==> src/verilog/rs_pkg.sv <==
////////////////////////////////////////////////////////////
// Shared types for the reservation station
// Function-unit class encoding, opcode type, class count
////////////////////////////////////////////////////////////

package rs_pkg;

	////////////////////////////////////////////////////////////
	// Issue classes
	////////////////////////////////////////////////////////////

	// One issue port per class
	localparam int num_fu_class = 3;

	// Class encoding doubles as the issue port index
	typedef enum logic [1:0] {
		fu_alu  = 2'd0,
		fu_mult = 2'd1,
		fu_mem  = 2'd2
	} fu_class_t;

	////////////////////////////////////////////////////////////
	// Opcode
	////////////////////////////////////////////////////////////

	// Opaque to the window, only carried to the unit
	localparam int op_width = 8;

	typedef logic [op_width-1:0] op_t;

endpackage

==> src/verilog/priority_select.sv <==
////////////////////////////////////////////////////////////
// Two-level fixed-priority selector, highest index wins
// Request padded to groups of four, group OR feeds top level
////////////////////////////////////////////////////////////

`timescale 1ns/1ps

module priority_select #(
	parameter int width = 8
) (
	input  logic [width-1:0] request,
	output logic [width-1:0] grant,
	output logic             any
);

	localparam int num_groups   = (width + 3) / 4;
	localparam int padded_width = 4 * num_groups;

	logic [padded_width-1:0] req_pad;
	logic [padded_width-1:0] grant_pad;
	logic [num_groups-1:0]   group_req;
	logic [num_groups-1:0]   group_grant;

	// Four-wide leaf, bit 3 has priority
	function automatic logic [3:0] pick4(input logic [3:0] req);
		logic [3:0] gnt;
		gnt[3] = req[3];
		gnt[2] = req[2] & ~req[3];
		gnt[1] = req[1] & ~|req[3:2];
		gnt[0] = req[0] & ~|req[3:1];
		return gnt;
	endfunction

	// Zero pad up to a whole number of groups
	assign req_pad = padded_width'(request);

	// Bottom level, one leaf per group
	for (genvar g = 0; g < num_groups; g++) begin : gen_group
		assign group_req[g] = |req_pad[4*g +: 4];
		assign grant_pad[4*g +: 4] = group_grant[g] ? pick4(req_pad[4*g +: 4]) : 4'b0000;
	end

	// Top level, highest requesting group
	always_comb begin
		logic found;
		found = 1'b0;
		group_grant = '0;
		for (int g = num_groups - 1; g >= 0; g--) begin
			if (group_req[g] && !found) begin
				group_grant[g] = 1'b1;
				found = 1'b1;
			end
		end
	end

	// Padding bits never request, so dropping them is safe
	assign grant = grant_pad[width-1:0];
	assign any   = |group_req;

endmodule

==> src/verilog/reservation_station.sv <==
////////////////////////////////////////////////////////////
// Reservation station entry table
// Allocation, CDB wakeup with dispatch bypass, release
// Three per-class issue ports: alu, mult, mem
////////////////////////////////////////////////////////////

`timescale 1ns/1ps

module reservation_station #(
	parameter int rs_size   = 8,
	parameter int tag_width = 6
) (
	input  logic                 clock,
	input  logic                 reset,
	// Dispatch
	input  logic                 dispatch_valid,
	input  rs_pkg::fu_class_t    dispatch_class,
	input  rs_pkg::op_t          dispatch_op,
	input  logic [tag_width-1:0] dispatch_dest,
	input  logic [tag_width-1:0] dispatch_src1,
	input  logic                 dispatch_src1_ready,
	input  logic [tag_width-1:0] dispatch_src2,
	input  logic                 dispatch_src2_ready,
	output logic                 dispatch_ready,
	// Common data bus
	input  logic                 cdb_valid,
	input  logic [tag_width-1:0] cdb_tag,
	// ALU issue
	input  logic                 alu_issue_ready,
	output logic                 alu_issue_valid,
	output rs_pkg::op_t          alu_issue_op,
	output logic [tag_width-1:0] alu_issue_dest,
	// Multiplier issue
	input  logic                 mult_issue_ready,
	output logic                 mult_issue_valid,
	output rs_pkg::op_t          mult_issue_op,
	output logic [tag_width-1:0] mult_issue_dest,
	// Memory issue
	input  logic                 mem_issue_ready,
	output logic                 mem_issue_valid,
	output rs_pkg::op_t          mem_issue_op,
	output logic [tag_width-1:0] mem_issue_dest
);

	////////////////////////////////////////////////////////////
	// Entry table
	////////////////////////////////////////////////////////////

	logic [rs_size-1:0]   busy;
	rs_pkg::fu_class_t    entry_class [rs_size];
	rs_pkg::op_t          entry_op    [rs_size];
	logic [tag_width-1:0] entry_dest  [rs_size];
	logic [tag_width-1:0] src1_tag    [rs_size];
	logic [tag_width-1:0] src2_tag    [rs_size];
	logic [rs_size-1:0]   src1_rdy;
	logic [rs_size-1:0]   src2_rdy;

	// Combinational control
	logic [rs_size-1:0] alloc_grant;
	logic [rs_size-1:0] entry_ready;
	logic [rs_size-1:0] released;
	logic [rs_size-1:0] src1_hit;
	logic [rs_size-1:0] src2_hit;
	logic [rs_size-1:0] issue_grant [rs_pkg::num_fu_class];
	logic               dispatch_src1_hit;
	logic               dispatch_src2_hit;
	logic               dispatch_fire;

	////////////////////////////////////////////////////////////
	// Allocation
	////////////////////////////////////////////////////////////

	// Highest free entry, any free slot opens dispatch
	priority_select #(
		.width(rs_size)
	) u_alloc_select (
		.request(~busy),
		.grant  (alloc_grant),
		.any    (dispatch_ready)
	);

	assign dispatch_fire = dispatch_valid && dispatch_ready;

	////////////////////////////////////////////////////////////
	// Wakeup
	////////////////////////////////////////////////////////////

	rs_tag_cam #(
		.rs_size  (rs_size),
		.tag_width(tag_width)
	) u_tag_cam (
		.cdb_valid        (cdb_valid),
		.cdb_tag          (cdb_tag),
		.src1_tags        (src1_tag),
		.src2_tags        (src2_tag),
		.dispatch_src1    (dispatch_src1),
		.dispatch_src2    (dispatch_src2),
		.src1_hit         (src1_hit),
		.src2_hit         (src2_hit),
		.dispatch_src1_hit(dispatch_src1_hit),
		.dispatch_src2_hit(dispatch_src2_hit)
	);

	////////////////////////////////////////////////////////////
	// Issue
	////////////////////////////////////////////////////////////

	// Registered state only, wakeups count from the next cycle
	assign entry_ready = busy & src1_rdy & src2_rdy;

	rs_issue_port #(
		.rs_size    (rs_size),
		.tag_width  (tag_width),
		.serve_class(rs_pkg::fu_alu)
	) u_alu_port (
		.entry_ready(entry_ready),
		.entry_class(entry_class),
		.entry_op   (entry_op),
		.entry_dest (entry_dest),
		.issue_ready(alu_issue_ready),
		.issue_valid(alu_issue_valid),
		.issue_op   (alu_issue_op),
		.issue_dest (alu_issue_dest),
		.issue_grant(issue_grant[rs_pkg::fu_alu])
	);

	rs_issue_port #(
		.rs_size    (rs_size),
		.tag_width  (tag_width),
		.serve_class(rs_pkg::fu_mult)
	) u_mult_port (
		.entry_ready(entry_ready),
		.entry_class(entry_class),
		.entry_op   (entry_op),
		.entry_dest (entry_dest),
		.issue_ready(mult_issue_ready),
		.issue_valid(mult_issue_valid),
		.issue_op   (mult_issue_op),
		.issue_dest (mult_issue_dest),
		.issue_grant(issue_grant[rs_pkg::fu_mult])
	);

	// Memory port ready acts as LSQ back-pressure
	rs_issue_port #(
		.rs_size    (rs_size),
		.tag_width  (tag_width),
		.serve_class(rs_pkg::fu_mem)
	) u_mem_port (
		.entry_ready(entry_ready),
		.entry_class(entry_class),
		.entry_op   (entry_op),
		.entry_dest (entry_dest),
		.issue_ready(mem_issue_ready),
		.issue_valid(mem_issue_valid),
		.issue_op   (mem_issue_op),
		.issue_dest (mem_issue_dest),
		.issue_grant(issue_grant[rs_pkg::fu_mem])
	);

	// Grants are already qualified by issue_ready
	always_comb begin
		released = '0;
		for (int c = 0; c < rs_pkg::num_fu_class; c++) begin
			released = released | issue_grant[c];
		end
	end

	////////////////////////////////////////////////////////////
	// State update
	////////////////////////////////////////////////////////////

	// Busy flags, release and allocate never hit the same entry
	always_ff @(posedge clock) begin
		if (reset) begin
			busy <= '0;
		end else begin
			for (int i = 0; i < rs_size; i++) begin
				if (released[i]) begin
					busy[i] <= 1'b0;
				end
				if (dispatch_fire && alloc_grant[i]) begin
					busy[i] <= 1'b1;
				end
			end
		end
	end

	// Payload and source readiness, meaningful only while busy
	always_ff @(posedge clock) begin
		for (int i = 0; i < rs_size; i++) begin
			if (busy[i] && src1_hit[i]) begin
				src1_rdy[i] <= 1'b1;
			end
			if (busy[i] && src2_hit[i]) begin
				src2_rdy[i] <= 1'b1;
			end
			if (dispatch_fire && alloc_grant[i]) begin
				entry_class[i] <= dispatch_class;
				entry_op[i]    <= dispatch_op;
				entry_dest[i]  <= dispatch_dest;
				src1_tag[i]    <= dispatch_src1;
				src2_tag[i]    <= dispatch_src2;
				// Bypass of the broadcast in the dispatch cycle
				src1_rdy[i]    <= dispatch_src1_ready | dispatch_src1_hit;
				src2_rdy[i]    <= dispatch_src2_ready | dispatch_src2_hit;
			end
		end
	end

endmodule

==> src/verilog/rs_issue_port.sv <==
////////////////////////////////////////////////////////////
// Issue port for one function-unit class
// Class mask, entry select, payload mux, qualified grant
////////////////////////////////////////////////////////////

`timescale 1ns/1ps

module rs_issue_port #(
	parameter int               rs_size     = 8,
	parameter int               tag_width   = 6,
	parameter rs_pkg::fu_class_t serve_class = rs_pkg::fu_alu
) (
	input  logic [rs_size-1:0]     entry_ready,
	input  rs_pkg::fu_class_t      entry_class [rs_size],
	input  rs_pkg::op_t            entry_op    [rs_size],
	input  logic [tag_width-1:0]   entry_dest  [rs_size],
	input  logic                   issue_ready,
	output logic                   issue_valid,
	output rs_pkg::op_t            issue_op,
	output logic [tag_width-1:0]   issue_dest,
	output logic [rs_size-1:0]     issue_grant
);

	logic [rs_size-1:0] class_request;
	logic [rs_size-1:0] select;

	////////////////////////////////////////////////////////////
	// Request and select
	////////////////////////////////////////////////////////////

	// Ready entries of this class only
	always_comb begin
		for (int i = 0; i < rs_size; i++) begin
			class_request[i] = entry_ready[i] && (entry_class[i] == serve_class);
		end
	end

	// Highest ready entry of the class wins
	priority_select #(
		.width(rs_size)
	) u_select (
		.request(class_request),
		.grant  (select),
		.any    (issue_valid)
	);

	////////////////////////////////////////////////////////////
	// Payload mux
	////////////////////////////////////////////////////////////

	// AND-OR mux, select is one-hot or zero
	always_comb begin
		issue_op   = '0;
		issue_dest = '0;
		for (int i = 0; i < rs_size; i++) begin
			if (select[i]) begin
				issue_op   = issue_op | entry_op[i];
				issue_dest = issue_dest | entry_dest[i];
			end
		end
	end

	// Entry leaves only on an actual transfer
	assign issue_grant = select & {rs_size{issue_ready}};

endmodule

==> src/verilog/rs_subsystem.sv <==
////////////////////////////////////////////////////////////
// Top level of the scheduling window
// Sets table size and tag width, wraps the station
////////////////////////////////////////////////////////////

`timescale 1ns/1ps

module rs_subsystem #(
	parameter int rs_size   = 8,
	parameter int tag_width = 6
) (
	input  logic                 clock,
	input  logic                 reset,
	// Dispatch
	input  logic                 dispatch_valid,
	input  rs_pkg::fu_class_t    dispatch_class,
	input  rs_pkg::op_t          dispatch_op,
	input  logic [tag_width-1:0] dispatch_dest,
	input  logic [tag_width-1:0] dispatch_src1,
	input  logic                 dispatch_src1_ready,
	input  logic [tag_width-1:0] dispatch_src2,
	input  logic                 dispatch_src2_ready,
	output logic                 dispatch_ready,
	// Common data bus
	input  logic                 cdb_valid,
	input  logic [tag_width-1:0] cdb_tag,
	// ALU issue
	input  logic                 alu_issue_ready,
	output logic                 alu_issue_valid,
	output rs_pkg::op_t          alu_issue_op,
	output logic [tag_width-1:0] alu_issue_dest,
	// Multiplier issue
	input  logic                 mult_issue_ready,
	output logic                 mult_issue_valid,
	output rs_pkg::op_t          mult_issue_op,
	output logic [tag_width-1:0] mult_issue_dest,
	// Memory issue
	input  logic                 mem_issue_ready,
	output logic                 mem_issue_valid,
	output rs_pkg::op_t          mem_issue_op,
	output logic [tag_width-1:0] mem_issue_dest
);

	// Station with CAM and selectors
	reservation_station #(
		.rs_size  (rs_size),
		.tag_width(tag_width)
	) u_reservation_station (
		.clock              (clock),
		.reset              (reset),
		.dispatch_valid     (dispatch_valid),
		.dispatch_class     (dispatch_class),
		.dispatch_op        (dispatch_op),
		.dispatch_dest      (dispatch_dest),
		.dispatch_src1      (dispatch_src1),
		.dispatch_src1_ready(dispatch_src1_ready),
		.dispatch_src2      (dispatch_src2),
		.dispatch_src2_ready(dispatch_src2_ready),
		.dispatch_ready     (dispatch_ready),
		.cdb_valid          (cdb_valid),
		.cdb_tag            (cdb_tag),
		.alu_issue_ready    (alu_issue_ready),
		.alu_issue_valid    (alu_issue_valid),
		.alu_issue_op       (alu_issue_op),
		.alu_issue_dest     (alu_issue_dest),
		.mult_issue_ready   (mult_issue_ready),
		.mult_issue_valid   (mult_issue_valid),
		.mult_issue_op      (mult_issue_op),
		.mult_issue_dest    (mult_issue_dest),
		.mem_issue_ready    (mem_issue_ready),
		.mem_issue_valid    (mem_issue_valid),
		.mem_issue_op       (mem_issue_op),
		.mem_issue_dest     (mem_issue_dest)
	);

endmodule

==> src/verilog/rs_tag_cam.sv <==
////////////////////////////////////////////////////////////
// Wakeup CAM for the reservation station
// Broadcast tag against stored and dispatching sources
////////////////////////////////////////////////////////////

`timescale 1ns/1ps

module rs_tag_cam #(
	parameter int rs_size   = 8,
	parameter int tag_width = 6
) (
	input  logic                 cdb_valid,
	input  logic [tag_width-1:0] cdb_tag,
	input  logic [tag_width-1:0] src1_tags [rs_size],
	input  logic [tag_width-1:0] src2_tags [rs_size],
	input  logic [tag_width-1:0] dispatch_src1,
	input  logic [tag_width-1:0] dispatch_src2,
	output logic [rs_size-1:0]   src1_hit,
	output logic [rs_size-1:0]   src2_hit,
	output logic                 dispatch_src1_hit,
	output logic                 dispatch_src2_hit
);

	////////////////////////////////////////////////////////////
	// Stored sources
	////////////////////////////////////////////////////////////

	// Busy qualification is left to the station
	always_comb begin
		for (int i = 0; i < rs_size; i++) begin
			src1_hit[i] = cdb_valid && (src1_tags[i] == cdb_tag);
			src2_hit[i] = cdb_valid && (src2_tags[i] == cdb_tag);
		end
	end

	////////////////////////////////////////////////////////////
	// Dispatch bypass
	////////////////////////////////////////////////////////////

	// Same-cycle broadcast catches the incoming instruction
	assign dispatch_src1_hit = cdb_valid && (dispatch_src1 == cdb_tag);
	assign dispatch_src2_hit = cdb_valid && (dispatch_src2 == cdb_tag);

endmodule
==> config.mk <==
export PLATFORM = sky130hd
export DESIGN_NAME = rs_subsystem
export DESIGN_NICKNAME = d
export VERILOG_FILES = /design/src/verilog/rs_pkg.sv /design/src/verilog/priority_select.sv /design/src/verilog/reservation_station.sv /design/src/verilog/rs_issue_port.sv /design/src/verilog/rs_subsystem.sv /design/src/verilog/rs_tag_cam.sv
export SDC_FILE = /design/constraint.sdc
export NUM_CORES = 1
export LEC_CHECK = 0
export BUFFER_PORTS_ARGS = -buffer_cell sky130_fd_sc_hd__buf_2
export CAP_MARGIN = 15
export CELL_PAD_IN_SITES_DETAIL_PLACEMENT = 0
export CELL_PAD_IN_SITES_GLOBAL_PLACEMENT = 1
export CORE_UTILIZATION = 40
export CTS_CLUSTER_DIAMETER = 100
export DETAILED_ROUTE_END_ITERATION = 10
export PLACE_DENSITY = 0.78
export SLEW_MARGIN = 20
export SYNTH_ARGS = -nofsm -noshare
export SYNTH_HDL_FRONTEND = slang
export SYNTH_SLANG_ARGS = --single-unit
==> constraint.sdc <==
create_clock -name clock -period 6.75 [get_ports clock]
set_clock_uncertainty 0.1 [all_clocks]
set_input_delay 0.3375 -clock clock [delete_from_list [all_inputs] [get_ports clock]]
set_output_delay 0.3375 -clock clock [all_outputs]
set_load 0.05 [all_outputs]
# After elaboration in Yosys (flattened, before gate mapping)
# Index checks and enable logic that the tools add are counted.
# classes
add_sub_neg	0
multipliers	0
div	0
magnitude_cmp	0
eq_ne	34
shift	0
mux	112
bitwise	84
n_reduce_logical	151
# ops
cell	count
$mux 8	24
$or 8x8->8	23
$mux 6	24
$or 6x6->6	21
$eq 6x6->1	18
$logic_and 1x1->1	71
$mux 1	56
$reduce_bool 2->1	24
$and 8x8->8	5
$mux 4	8
$reduce_or 4->1	8
$reduce_or 8->1	4
$and 1x1->1	24
$reduce_or 3->1	8
$logic_not 1->1	20
$eq 2x1->1 const B	8
$eq 2x2->1 const B	8
$logic_not 2->1	8
$reduce_or 2->1	8
$not 1->1	8
$not 8->8	1
$or 1x1->1	2
# totals
register_bits	248
latchBits	0
ramBits	0
mem_bits_ro	0
input_bits	43
out_inout_bits	46
elab_cells	445
n_memories	0

# Logic depth before layout (Yosys ltp)
# logic_depth
ltp_word	24
depth_mapped	8
ltp_nobuf	5

# Hierarchy
# Synthesis repeated with hierarchy kept, for this count alone.
# hier_totals
hier_cells	853
hier_area_um2	11736.3
# modules_own_cells
mod	instances	cells_per_inst	area_per_inst_um2	seq_area_each_um2
reservation_station	1	349	7848.8	7367.1
rs_tag_cam	1	158	1433.9	0.0
rs_issue_port (u_reservation_station.u_mem_port ...)	2	102	694.4	0.0
rs_issue_port (u_reservation_station.u_alu_port)	1	94	694.4	0.0
priority_select	4	12	92.6	0.0

# Worst setup path after synthesis
# Ideal clock, no wire load.
# synth_path
path_type	register to register
from	reg u_reservation_station.busy[7]
to	reg u_reservation_station.src1_rdy[2], enable pin
setup_time_ps	311
t_arrival_ps	3581
t_required_ps	6339
slack_ps	2758
stages_incl_launch_ff	7
n_path_buf	2
synth_period_minus_slack_ps	3992
cell_sequence	dfxtp_1 -> buf_2 -> nand3_1 -> or2_2 -> clkbuf_1 -> nor3b_1 -> a41o_1
# synth_between
elab_chain_len	9
elab_cells_between_ends	11
classes_between	mux: 3; bitwise: 1; reduce/logical: 7
# synth_rtl
element	line	text
start, declared	reservation_station.sv:49	logic [rs_size-1:0] busy;
start signal, assigned	reservation_station.sv:175	busy <= '0;
start signal, assigned by index	reservation_station.sv:179	busy[i] <= 1'b0;
start signal, assigned by index	reservation_station.sv:182	busy[i] <= 1'b1;
$not 8->8 (*)	reservation_station.sv:77	.request(~busy),
$reduce_or 4->1	priority_select.sv:39	assign group_req[g] = |req_pad[4*g +: 4];
$mux 1	priority_select.sv:49	if (group_req[g] && !found) begin
$logic_not 1->1	priority_select.sv:49	
$logic_and 1x1->1	priority_select.sv:49	
$mux 1	priority_select.sv:49	
$mux 4	priority_select.sv:40	assign grant_pad[4*g +: 4] = group_grant[g] ? pick4(req_pad[4*g +: 4]) : 4'b0000;
$logic_and 1x1->1 (*)	reservation_station.sv:197	if (dispatch_fire && alloc_grant[i]) begin
$reduce_bool 2->1 (no source line) (*)	--	
end signal, assigned by index	reservation_station.sv:204	src1_rdy[i] <= dispatch_src1_ready | dispatch_src1_hit;
end, declared	reservation_station.sv:55	logic [rs_size-1:0] src1_rdy;
# Mark *: on every way between the ends. The rest lies on a longest branch, timed or not.
# A chain may end at the register's enable or synchronous reset.

# Worst setup path after layout
# layout_path
from	reg u_reservation_station.busy[5]
to	out mem_issue_dest[2]
# layout_between
elab_chain_len	24
elab_cells_between_ends	29
classes_between	mux: 12; bitwise: 11; reduce/logical: 6
# layout_rtl
element	line	text
$and 8x8->8 (*) (2 in series)	reservation_station.sv:109	assign entry_ready = busy & src1_rdy & src2_rdy;
$logic_and 1x1->1 (*)	rs_issue_port.sv:34	class_request[i] = entry_ready[i] && (entry_class[i] == serve_class);
$reduce_or 4->1	priority_select.sv:39	
$mux 1	priority_select.sv:49	
$logic_not 1->1	priority_select.sv:49	
$logic_and 1x1->1	priority_select.sv:49	
$mux 1	priority_select.sv:49	
$mux 4	priority_select.sv:40	
[... 7 more ...]	--	
$or 6x6->6	rs_issue_port.sv:58	issue_dest = issue_dest | entry_dest[i];
$mux 6	rs_issue_port.sv:56	if (select[i]) begin
$or 6x6->6	rs_issue_port.sv:58	
$mux 6	rs_issue_port.sv:56	
$or 6x6->6	rs_issue_port.sv:58	
$mux 6	rs_issue_port.sv:56	
$or 6x6->6	rs_issue_port.sv:58	
$mux 6 (*)	rs_issue_port.sv:56	
end, declared	rs_subsystem.sv:41	output logic [tag_width-1:0] mem_issue_dest
# Marked as above.

==> metrics.md <==
| Metric | Value |
|---|---|
| Outcome | finished clean |
| R2R cell count | 6 |
| Wire per inst | 25.6 um |
| Final worst-path cycle share | 60.7% |
| Seq/Total Area, Yosys | 61.7% |
| Clock-pin slew on the worst setup and hold paths | 60 ps |
| Cell family with most CP delay | simple AND/OR/NAND/NOR gates |
| Most common cell in the netlist | edfxtp_1 |
| Fmax | 0.244 GHz |
| Hold Crit Class | in2reg |
| DRC errors left | 0 |
| DR iter-0 viols | 1,437 |
| M2 GR Usage | 38.2% |
| Crit. End Element | output pin |
| Slew @ Worst Pin | 1120 ps |
| Final antenna-violating net count | 0 |
| Wire length of the first global-routing pass | 53,900 um |
| Met3 usage | 3.98% |
| YS warnings | 0 |
| Static leakage power | 0.00471 uW |
| Via-per-instance ratio | 6.26 |
| Syn_nets | 981 |
| Post-Syn Area | 11,900 um^2 |
| Synth Area per Inst | 12.7 um^2 |
| FF+latch count, synth | 248 |
| Clk sink count | 248 |
| Crit Path Category | reg2out |
| Cell variety after synth | 64 |
| Die Width | 175 um |
| CP Max Fanout | 17 |
| Dpl hpwl | 23,400 um |
| Met1 GRT Util | 32.4% |
| Crit start category | flip-flop |
| H-tree levels | 1 |
| Top-area cell type share of the netlist area | 60.4% |
| Root buffer cell | clkbuf_16 |
| Final #Nets | 1,076 |
| EDFF count, synth | 240 |
| R2R setup slack | 3440 ps |
| Cells after Synth | 938 |
| Top post-synthesis cells by count | edfxtp_1 (240), nand2_1 (63), nand3_1 (57) |
| Die ar. | 30,500 um^2 |
| GPL Wtd Cong | 0.869 |
| FP Rows | 62 |
| Initial Util | 41.1% |
| Setup violators final | 0 |
| Yosys top cell by area | edfxtp_1 |
| WP data arrival | 3660 ps |
| Total track usage | 23.7% |
| Ranking of synthesized cells by area | edfxtp_1 (60%), xnor2_1 (4.0%), xor2_1 (4.0%) |
| Die height | 175 um |
| IO Pins | 89 |
| Area Growth Syn to Fin | 16.7% |
| Hold_sp | dispatch_class[0] |
| Primary FF master, synth | edfxtp_1 |
| Buf/Inv on CP | 2 |
| Worst hold slack | 16.4 ps |
| Worst slew margin | 25.0% |
| Drt pass-1 iters | 9 |
| Fin crit period | 4100 ps |
| Number of global-route vias before repair | 8,640 |
| Share of layout cells above drive strength 1 | 17.3% |
| Largest net degree at the start of global routing | 34 |
| Reg-to-reg startpoint | u_reservation_station.busy[7] |
| Routed vias | 9,009 |
| PD cells | 240 nW/um^2 |
| Worst Hold Path Cells | 1 |
| Crit path max-delay cell type | and2_1 |
| Area of the core | 29,000 um^2 |
| CTS Buf Count | 26 |
| FFs w/ async S/R, synth | 0% |
| Endpoint, Worst Hold | u_reservation_station.entry_class[4] |
| Crit path largest cell delay | 770 ps |
| Initial antenna violation count | 1 |
| Count of buffers from port buffering | 88 |
| Unrepaired setup endpoints after global routing | no |
| CTS tree | built |
| Reg2reg end | u_reservation_station.busy[3] |
| Final Max Slew Viols | 0 |
| Global route hottest layer | met2 |
| Hold Fails Final Rpt | 0 |
| Maximum vdd drop | 0.243 mV |
| Total grt overflow | 0 |
| Clock Path Buffers | 3 |
| # fillers | 2,597 |
| Setup TNS Final | 0 ps |
| Post_cts resized | 0 |
| Worst-Skew Late Latency | 560 ps |
| Crit-path cells | and4b_1 > and2_1 > nor4_4 > buf_4 > a222oi_1 > or3b_2 > buf_2 |
| Max cap viols | 0 |
| DRT Wirelength | 36,800 um |
| Worst EP required | 6310 ps |
==> layout by cell type, fill, tap and decap left out, drive strengths merged, types with 5 or more instances in the layout <==
cell,synthesis,routed
nor4,16,16
clkinv,0,6
nand4,32,32
o21ai,19,19
or3b,14,14
edfxtp,240,240
a221oi,32,32
inv,12,12
a22oi,56,56
and3,6,6
a41o,5,5
nand4b,5,5
clkbuf,25,39
buf,36,109
a222oi,13,13
a21oi,17,17
xor2,54,54
or3,16,16
nand3,58,58
dfxtp,8,8
nand2,63,63
o22a,14,14
a221o,14,14
nor3,19,19
nor2,43,43
dlygate4sd3,0,19
and2,5,5
o41ai,5,5
xnor2,54,54
==> logic make-up after synthesis <==
kind of cell              after synthesis  synth area share, %
DFF                                   248                 61.7
AOI/OAI and AO/OA                     202                 13.3
and+or+nand+nor                       307                 14.3
buffers and inverters                  73                 2.69
xor gates and xnor gates              108                 7.92
==> state kept, by name (all words and copies together), names as in the netlist <==
register,count
u_reservation_station.busy,8
u_reservation_station.entry_class,16
u_reservation_station.entry_dest,48
u_reservation_station.entry_op,64
u_reservation_station.src1_rdy,8
u_reservation_station.src1_tag,48
u_reservation_station.src2_rdy,8
u_reservation_station.src2_tag,48
==> power by group <==
part	total [uW]	internal (uW)	switching, uW	leakage (uW)
combinational	182	56.6	126	0.00202
clock	1430	836	592	0.000414
sequential	1730	1710	15.2	0.00227
==> worst register-to-register path: cells and delay by family, from the launching register on <==
kind / cells / cell delay [ps]
AND/OR/NAND/NOR: 3 / 1410
buffers and inverters: 2 / 920
flip-flops: 1 / 470
AO/OA/AOI/OAI: 1 / 360
==> layout make-up <==
cell class                 instances  area [um^2]  area share, %
timing repair buffer             128          812           5.83
clock inverter                     9          120          0.863
inverter                          12         45.0          0.323
clock buffer                      39          739           5.31
sequential                       248         7370           52.9
tap                              384          480           3.45
multi-input combinational        617         4360           31.3
antenna                            1         2.50         0.0180
==> worst max path at each step <==
| stage | end | startpoint | cells past startpoint |
|---|---|---|---|
| after floorplan | u_reservation_station.src1_rdy[2] | u_reservation_station.busy[7] | 6 |
| final | mem_issue_dest[2] | u_reservation_station.busy[5] | 7 |
| after global placement | mem_issue_dest[5] | u_reservation_station.busy[5] | 6 |
| after global routing | mult_issue_op[6] | u_reservation_station.busy[7] | 7 |
| after CTS | mem_issue_dest[2] | u_reservation_station.busy[5] | 7 |
| after detailed placement | mem_issue_dest[2] | u_reservation_station.busy[5] | 7 |
==> what timing repair did <==
action | in CTS | in global routing
endpoints found under the hold margin | 127 | 0
setup endpoints to repair | 0 | 0
buffers inserted | 0 | 0
hold buffers | 19 | 0
==> per-stage QoR <==
stage               total power [uW]  instances  util [%]  setup slack (ps)  instance area, um^2
floorplan                       1860        938         -              2760                11900
global placement                1930       1367      44.1              3350                12800
detailed placement              1930       1370      44.4              3310                12900
CTS                             3350       1437      48.0              2720                13900
global route                    3420       1438      48.0              2590                13900
finish                          3340       1438      48.0              2650                13900
==> routing by layer <==
| layer | vias to the layer above | share of wire (%) |
|---|---|---|
| li1 | 3912 | - |
| met4 | 0 | 3.1 |
| met1 | 4420 | 40 |
| met3 | 92 | 10 |
| met5 | - | 0 |
| met2 | 585 | 47 |
Note: power is estimated with default switching activity, not from simulation.
